**src/hw/perf_pkg.sv**
```systemverilog
// Shared types for the performance monitor: counter width, controller states, event words
package perf_pkg;

  localparam int unsigned CNT_W = 32;

  typedef logic [CNT_W-1:0] cnt_t;

  // Encodings follow the controllers' own state registers
  typedef enum logic [1:0] {
    IC_IDLE      = 2'd0,
    IC_LOOKUP    = 2'd1,
    IC_MISS_REQ  = 2'd2,
    IC_MISS_WAIT = 2'd3
  } icache_state_e;

  typedef enum logic [1:0] {
    LSU_IDLE   = 2'd0,
    LSU_LD_REQ = 2'd1,
    LSU_LD_RSP = 2'd2,
    LSU_RESP   = 2'd3
  } lsu_state_e;

  typedef enum logic [2:0] {
    DC_IDLE        = 3'd0,
    DC_LOOKUP      = 3'd1,
    DC_STORE_WRITE = 3'd2,
    DC_WB_REQ      = 3'd3,
    DC_MISS_REQ    = 3'd4,
    DC_WAIT_REFILL = 3'd5,
    DC_RESP        = 3'd6
  } dcache_state_e;

  // Raw per-cycle pipeline levels
  typedef struct packed {
    logic fe_valid;
    logic fe_ready;
    logic dec_valid;
    logic dec_ready;
    logic rob_ready;
    logic flush;
    logic ic_miss_valid;
    logic ic_miss_ready;
    logic dc_miss_valid;
    logic dc_miss_ready;
  } pipe_levels_t;

  // One cycle's classified flags, as registered by the decoder
  typedef struct packed {
    logic commit_any;
    logic fe_empty;
    logic fe_stall;
    logic dec_stall;
    logic rob_full;
    logic flush;
    logic ic_miss_stall;
    logic ic_miss_req;
    logic dc_miss_stall;
    logic dc_miss_req;
  } perf_events_t;

  typedef struct packed {
    cnt_t cycles;
    cnt_t commit_cycles;
    cnt_t nocommit_cycles;
    cnt_t commit_instrs;
    cnt_t fe_empty_cycles;
    cnt_t fe_stall_cycles;
    cnt_t dec_stall_cycles;
    cnt_t rob_full_cycles;
    cnt_t flush_cycles;
    cnt_t ic_miss_cycles;
    cnt_t ic_miss_reqs;
    cnt_t dc_miss_cycles;
    cnt_t dc_miss_reqs;
  } core_counters_t;

endpackage
```
**src/hw/perf_monitor.sv**
```systemverilog
// Top of the performance monitor: event decoder feeding the core counters and three FSM histograms
`timescale 1ns/1ps

module perf_monitor import perf_pkg::*; #(
  parameter int unsigned NRET = 2
) (
  input  logic           clk_i,
  input  logic           rst_ni,
  input  logic [NRET-1:0] commit_valid_i,
  input  pipe_levels_t   levels_i,
  input  icache_state_e  ic_state_i,
  input  lsu_state_e     lsu_state_i,
  input  dcache_state_e  dc_state_i,
  output core_counters_t core_cnt_o,
  output cnt_t [3:0]     ic_hist_o,
  output cnt_t [3:0]     lsu_hist_o,
  output cnt_t [6:0]     dc_hist_o
);

  localparam int unsigned IC_STATES  = 4;
  localparam int unsigned LSU_STATES = 4;
  localparam int unsigned DC_STATES  = 7;

  perf_events_t              events;
  logic [$clog2(NRET+1)-1:0] commit_cnt;
  icache_state_e             ic_state;
  lsu_state_e                lsu_state;
  dcache_state_e             dc_state;

  perf_event_decode #(
    .NRET(NRET)
  ) i_decode (
    .clk_i,
    .rst_ni,
    .commit_valid_i,
    .levels_i,
    .ic_state_i,
    .lsu_state_i,
    .dc_state_i,
    .events_o     (events),
    .commit_cnt_o (commit_cnt),
    .ic_state_o   (ic_state),
    .lsu_state_o  (lsu_state),
    .dc_state_o   (dc_state)
  );

  perf_core_counters #(
    .NRET(NRET)
  ) i_core_counters (
    .clk_i,
    .rst_ni,
    .events_i     (events),
    .commit_cnt_i (commit_cnt),
    .cnt_o        (core_cnt_o)
  );

  // Histograms see the same registered cycle as the core counters
  perf_state_histogram #(.NUM_STATES(IC_STATES)) i_ic_hist (
    .clk_i,
    .rst_ni,
    .state_i (ic_state),
    .hist_o  (ic_hist_o)
  );

  perf_state_histogram #(.NUM_STATES(LSU_STATES)) i_lsu_hist (
    .clk_i,
    .rst_ni,
    .state_i (lsu_state),
    .hist_o  (lsu_hist_o)
  );

  perf_state_histogram #(.NUM_STATES(DC_STATES)) i_dc_hist (
    .clk_i,
    .rst_ni,
    .state_i (dc_state),
    .hist_o  (dc_hist_o)
  );

endmodule

```
**src/hw/perf_state_histogram.sv**
```systemverilog
// Occupancy histogram of one controller FSM, one counter per state code
`timescale 1ns/1ps

module perf_state_histogram import perf_pkg::*; #(
  parameter int unsigned NUM_STATES = 4
) (
  input  logic                          clk_i,
  input  logic                          rst_ni,
  input  logic [$clog2(NUM_STATES)-1:0] state_i,
  output cnt_t [NUM_STATES-1:0]         hist_o
);

  localparam int unsigned SW = $clog2(NUM_STATES);

  cnt_t [NUM_STATES-1:0] hist_q;

  // Unused codes fall through and leave every bin alone
  always_ff @(posedge clk_i or negedge rst_ni) begin
    if (!rst_ni) begin
      hist_q <= '0;
    end else begin
      for (int i = 0; i < NUM_STATES; i++) begin
        if (state_i == SW'(i)) begin
          hist_q[i] <= hist_q[i] + 1'b1;
        end
      end
    end
  end

  assign hist_o = hist_q;

endmodule

```
**src/hw/perf_core_counters.sv**
```systemverilog
// Free-running pipeline event counters, advanced by the registered event word each cycle
`timescale 1ns/1ps

module perf_core_counters import perf_pkg::*; #(
  parameter int unsigned NRET = 2
) (
  input  logic                      clk_i,
  input  logic                      rst_ni,
  input  perf_events_t              events_i,
  input  logic [$clog2(NRET+1)-1:0] commit_cnt_i,
  output core_counters_t            cnt_o
);

  core_counters_t cnt_q;

  always_ff @(posedge clk_i or negedge rst_ni) begin
    if (!rst_ni) begin
      cnt_q <= '0;
    end else begin
      cnt_q.cycles <= cnt_q.cycles + 1'b1;

      // Every cycle lands in exactly one of the two
      if (events_i.commit_any) begin
        cnt_q.commit_cycles <= cnt_q.commit_cycles + 1'b1;
      end else begin
        cnt_q.nocommit_cycles <= cnt_q.nocommit_cycles + 1'b1;
      end
      cnt_q.commit_instrs <= cnt_q.commit_instrs + CNT_W'(commit_cnt_i);

      if (events_i.fe_empty) begin
        cnt_q.fe_empty_cycles <= cnt_q.fe_empty_cycles + 1'b1;
      end
      if (events_i.fe_stall) begin
        cnt_q.fe_stall_cycles <= cnt_q.fe_stall_cycles + 1'b1;
      end
      if (events_i.dec_stall) begin
        cnt_q.dec_stall_cycles <= cnt_q.dec_stall_cycles + 1'b1;
      end
      if (events_i.rob_full) begin
        cnt_q.rob_full_cycles <= cnt_q.rob_full_cycles + 1'b1;
      end
      if (events_i.flush) begin
        cnt_q.flush_cycles <= cnt_q.flush_cycles + 1'b1;
      end

      // Miss requests count on valid, stalls only while not accepted
      if (events_i.ic_miss_stall) begin
        cnt_q.ic_miss_cycles <= cnt_q.ic_miss_cycles + 1'b1;
      end
      if (events_i.ic_miss_req) begin
        cnt_q.ic_miss_reqs <= cnt_q.ic_miss_reqs + 1'b1;
      end
      if (events_i.dc_miss_stall) begin
        cnt_q.dc_miss_cycles <= cnt_q.dc_miss_cycles + 1'b1;
      end
      if (events_i.dc_miss_req) begin
        cnt_q.dc_miss_reqs <= cnt_q.dc_miss_reqs + 1'b1;
      end
    end
  end

  assign cnt_o = cnt_q;

endmodule

```
**src/hw/perf_event_decode.sv**
```systemverilog
// Classifies one cycle of pipeline levels and registers the event word, commit count and states
`timescale 1ns/1ps

module perf_event_decode import perf_pkg::*; #(
  parameter int unsigned NRET = 2
) (
  input  logic                        clk_i,
  input  logic                        rst_ni,
  input  logic [NRET-1:0]             commit_valid_i,
  input  pipe_levels_t                levels_i,
  input  icache_state_e               ic_state_i,
  input  lsu_state_e                  lsu_state_i,
  input  dcache_state_e               dc_state_i,
  output perf_events_t                events_o,
  output logic [$clog2(NRET+1)-1:0]   commit_cnt_o,
  output icache_state_e               ic_state_o,
  output lsu_state_e                  lsu_state_o,
  output dcache_state_e               dc_state_o
);

  localparam int unsigned CC_W = $clog2(NRET + 1);

  perf_events_t    events_d;
  perf_events_t    events_q;
  logic [CC_W-1:0] commit_cnt_d;
  logic [CC_W-1:0] commit_cnt_q;
  icache_state_e   ic_state_q;
  lsu_state_e      lsu_state_q;
  dcache_state_e   dc_state_q;

  // Number of retire lanes committing this cycle
  always_comb begin
    commit_cnt_d = '0;
    for (int i = 0; i < NRET; i++) begin
      commit_cnt_d = commit_cnt_d + CC_W'(commit_valid_i[i]);
    end
  end

  always_comb begin
    events_d.commit_any    = |commit_valid_i;
    events_d.fe_empty      = !levels_i.fe_valid;
    events_d.fe_stall      = levels_i.fe_valid && !levels_i.fe_ready;
    events_d.dec_stall     = levels_i.dec_valid && !levels_i.dec_ready;
    // ROB back-pressure only matters while decode has something to hand over
    events_d.rob_full      = levels_i.dec_valid && !levels_i.rob_ready;
    events_d.flush         = levels_i.flush;
    events_d.ic_miss_stall = levels_i.ic_miss_valid && !levels_i.ic_miss_ready;
    events_d.ic_miss_req   = levels_i.ic_miss_valid;
    events_d.dc_miss_stall = levels_i.dc_miss_valid && !levels_i.dc_miss_ready;
    events_d.dc_miss_req   = levels_i.dc_miss_valid;
  end

  always_ff @(posedge clk_i or negedge rst_ni) begin
    if (!rst_ni) begin
      events_q     <= '0;
      commit_cnt_q <= '0;
      ic_state_q   <= IC_IDLE;
      lsu_state_q  <= LSU_IDLE;
      dc_state_q   <= DC_IDLE;
    end else begin
      events_q     <= events_d;
      commit_cnt_q <= commit_cnt_d;
      ic_state_q   <= ic_state_i;
      lsu_state_q  <= lsu_state_i;
      dc_state_q   <= dc_state_i;
    end
  end

  assign events_o     = events_q;
  assign commit_cnt_o = commit_cnt_q;
  assign ic_state_o   = ic_state_q;
  assign lsu_state_o  = lsu_state_q;
  assign dc_state_o   = dc_state_q;

endmodule

```
**config.mk**
```make
export PLATFORM = sky130hd
export DESIGN_NAME = perf_monitor
export DESIGN_NICKNAME = d
export VERILOG_FILES = /design/src/hw/perf_pkg.sv /design/src/hw/perf_monitor.sv /design/src/hw/perf_state_histogram.sv /design/src/hw/perf_core_counters.sv /design/src/hw/perf_event_decode.sv
export SDC_FILE = /design/constraint.sdc
export NUM_CORES = 2
export LEC_CHECK = 0
export BUFFER_PORTS_ARGS = -buffer_cell sky130_fd_sc_hd__buf_2
export CORE_AREA = 2 2 353 355
export DETAILED_ROUTE_END_ITERATION = 7
export DIE_AREA = 0 0 355 357
export PLACE_DENSITY_LB_ADDON = 0.1
export SLEW_MARGIN = 20
export SYNTH_ARGS = -nofsm -noshare
export SYNTH_HDL_FRONTEND = slang
export SYNTH_SLANG_ARGS = --single-unit
```
**constraint.sdc**
```tcl
create_clock -name clk_i -period 3.52 [get_ports clk_i]
set_input_delay 0.352 -clock clk_i [delete_from_list [all_inputs] [get_ports clk_i]]
set_output_delay 0.352 -clock clk_i [all_outputs]
set_load 0.01 [all_outputs]
```
==> flow_metrics.py <==
metrics = {
    "global_route": {
        "grt-ovfl-total": 0,
        "grt_use_met1": 0.234,
        "grt_max_degree": 96,
        "grt.total_usage": 0.195,
        "top_usage_layer": "met2",
        "antenna_found_initial": 7,
        "grt_pass1_vias": 29000,
        "grt_use_met3": 0.0683,
        "grt_pass1_wl_um": 189000,
        "met2_usage": 0.317,
    },
    "detailed_routing": {
        "drt-initial-drc-count": 1592,
        "firstDrtPassIters": 5,
        "drt-vias-per-instance": 4.67,
        "drc": 0,
        "finalWirelength_um": 126000,
        "vias": 29000,
        "routed_wire_length_per_instance_um": 20.4,
        "ant_nets": 0,
    },
    "sta": {
        "slew_viol_final": 0,
        "fin_crit_sh": 0.697,
        "finClkSkew_ns": 0.0272,
        "fmax_mhz": 407,
        "final_hold_viol_count": 0,
        "rsz0062_at_grt": "false",
        "fin_tns_setup_ns": 0,
        "setup_viol": 0,
        "post-route-min-period_ns": 2.45,
        "relSlewSlack": 0.368,
        "worst_pin_slew_ns": 0.939,
    },
    "pwr": {
        "ir_worst_vdd_uv": 371,
        "p_per_area_nw_per_um2": 545,
        "leakagePower_nw": 25.3,
    },
    "worst_setup_path": {
        "crit_type": "flop to flop",
        "arrival_ns": 3.03,
        "critPathMaxFanout": 15,
        "worstSetupEndpointType": "flop",
        "start_kind": "flop",
        "worst_ep_required_time_ns": 4.09,
    },
    "min_path": {
        "hp-class": "primary input to asynchronous set/reset pin",
    },
    "floorplan": {
        "design.core.area_um2": 123000,
        "dieArea_um2": 127000,
        "die_h_um": 357,
        "die_width_um": 355,
        "rows": 129,
        "start_util": 0.321,
        "io_pins": 917,
    },
    "logic_synthesis": {
        "ys_seq_area_frac": 0.580,
        "synth_cell_types": 50,
        "synth_top_area_cell": "dfrtp_1",
        "synthTopCellsByCount": "dfrtp_1 (915), xnor2_1 (606), nand2_1 (369), nand3_1 (283), xor2_1 (260)",
        "synth_area_um2": 39500,
        "synth_warnings": 0,
        "ys.flop_type": "dfrtp_1",
        "synth_top_area_frac": 0.580,
        "synth.most_common_cell": "dfrtp_1",
        "async_flop_share": 1.00,
        "synth_fp_nets": 3478,
        "synth_cells": 3425,
        "synth_edf_count": 0,
        "synth_area_leaders": "dfrtp_1 (58%), xnor2_1 (13%), xor2_1 (5.8%), nand3_1 (3.6%), nand2_1 (3.5%)",
        "synth-seq-cells": 915,
        "synth.avg_cell_area_um2": 11.5,
    },
    "place": {
        "post-place-cells": 5992,
        "finalWeightedCongestion": 0.842,
        "hpwl_um": 98200,
        "portBuffers": 916,
    },
    "status": {
        "status": "finished clean",
    },
    "clocking": {
        "clk_latency_ns": 0.70,
        "cts_buffers": 107,
        "path_clk_slew_ns": 0.06,
        "cts.sinks": 915,
        "cts-root-buf": "clkbuf_16",
        "cts_max_level": 3,
        "clockBufferDepth": 3,
        "cts_tree": "built",
        "cts_resized": 0,
    },
    "final_layout": {
        "finalNonFillerCells": 6207,
        "syn2layout_area_growth_pct": 27.3,
        "drive_above_1_share": 0.262,
        "final_nets": 4540,
        "n_fill_cell": 12200,
    },
    "run": {
        "maxCapViolCount": 0,
    },
}
layout by cell type (no fill, tap or decap), drive strengths merged, types with 7 or more instances in the layout:
master / n
and3: 120
inv: 55
and4: 79
clkinv: 19
nand2b: 7
ha: 31
dlygate4sd3: 23
nor3: 80
nand4: 194
or3: 16
or2: 15
dfrtp: 915
nand3: 283
clkbuf: 161
nand3b: 7
and2: 33
xnor2: 606
nor4: 38
mux2: 25
nor2b: 12
nor2: 211
buf: 957
nand2: 369
xor2: 260
where the power goes:
| part | total [mW] | switching [mW] | internal, mW |
|---|---|---|---|
| combinational | 3.55 | 2.08 | 1.46 |
| sequential | 12.6 | 1.20 | 11.4 |
| clock | 11.3 | 4.58 | 6.68 |
logic make-up after synthesis:
group,count (synthesis),synth area share
buffers and inverters,79,0.00786
AOI/OAI and AO/OA,1,0.000127
DFF,915,0.580
xor gates and xnor gates,866,0.192
and+or+nand+nor,1507,0.202
muxes,25,0.00713
adders and majority gates,32,0.0103
registers in the layout (all words and copies together), names as in the netlist:
name                   cells
i_decode.lsu_state_o       2
i_decode.events_o         10
i_lsu_hist.hist_o        128
i_decode.dc_state_o        3
i_dc_hist.hist_o         224
i_core_counters.cnt_o    416
i_decode.ic_state_o        2
i_decode.commit_cnt_o      2
i_ic_hist.hist_o         128
repair_timing:
action	CTS	global route
setup endpoints to repair	0	0
setup buffers	0	0
hold endpoints to repair	63	0
hold buffers	23	0
final cells by class:
cell class | count | area, um^2 | share of cell area
Clock buffer | 161 | 3240 | 0.0645
Tap cell | 1637 | 2050 | 0.0408
Inverter | 52 | 195 | 0.00389
Antenna cell | 3 | 7.51 | 0.000149
Sequential cell | 915 | 22900 | 0.456
Clock inverter | 28 | 313 | 0.00623
Multi-Input combinational cell | 2431 | 16300 | 0.324
Timing Repair Buffer | 980 | 5260 | 0.105
layer usage:
layer | share of wire | vias up
met3 | 0.082 | 223
met2 | 0.47 | 730
li1 | - | 13900
met4 | 0.045 | 4
met5 | 0.00016 | -
met1 | 0.40 | 14200
per-stage QoR:
stage                     total power, mW  area (um^2)  setup WS, ns   util  hold slack, ns
final                                27.4        50200          1.07  0.408           0.295
after floorplan                      14.2        39500          1.46      -          0.0564
after detailed placement             16.4        46400          1.02  0.378           0.453
after global routing                 28.7        50200         0.809  0.408           0.289
after global placement               16.4        46400          1.03  0.378           0.450
after CTS                            27.9        50200          1.02  0.408           0.267
worst max-delay path, cell delays in order (launching register included):
cell,delay (ns)
dfrtp_1,0.56
nor3_1,0.73
and4_1,0.47
and2_1,0.32
nand3_1,0.13
xnor2_1,0.13
final timing paths:
path / start / to / slack [ns] / depth (start not counted)
worst max register to register: i_decode.dc_state_o[0] / i_dc_hist.hist_o[14] / 1.07 / 5
worst max-delay path: i_decode.dc_state_o[0] / i_dc_hist.hist_o[14] / 1.07 / 5
max in group asynchronous: rst_ni / i_core_counters.cnt_o[382] / 2.14 / 3
worst min register to register: i_lsu_hist.hist_o[31] / i_lsu_hist.hist_o[31] / 0.46 / 1
min in group clk_i: levels_i[4] / i_decode.events_o[4] / 0.33 / 2
worst min-delay path: rst_ni / i_core_counters.cnt_o[26] / 0.30 / 2
No activity file was read; power rests on OpenSTA's default activity.
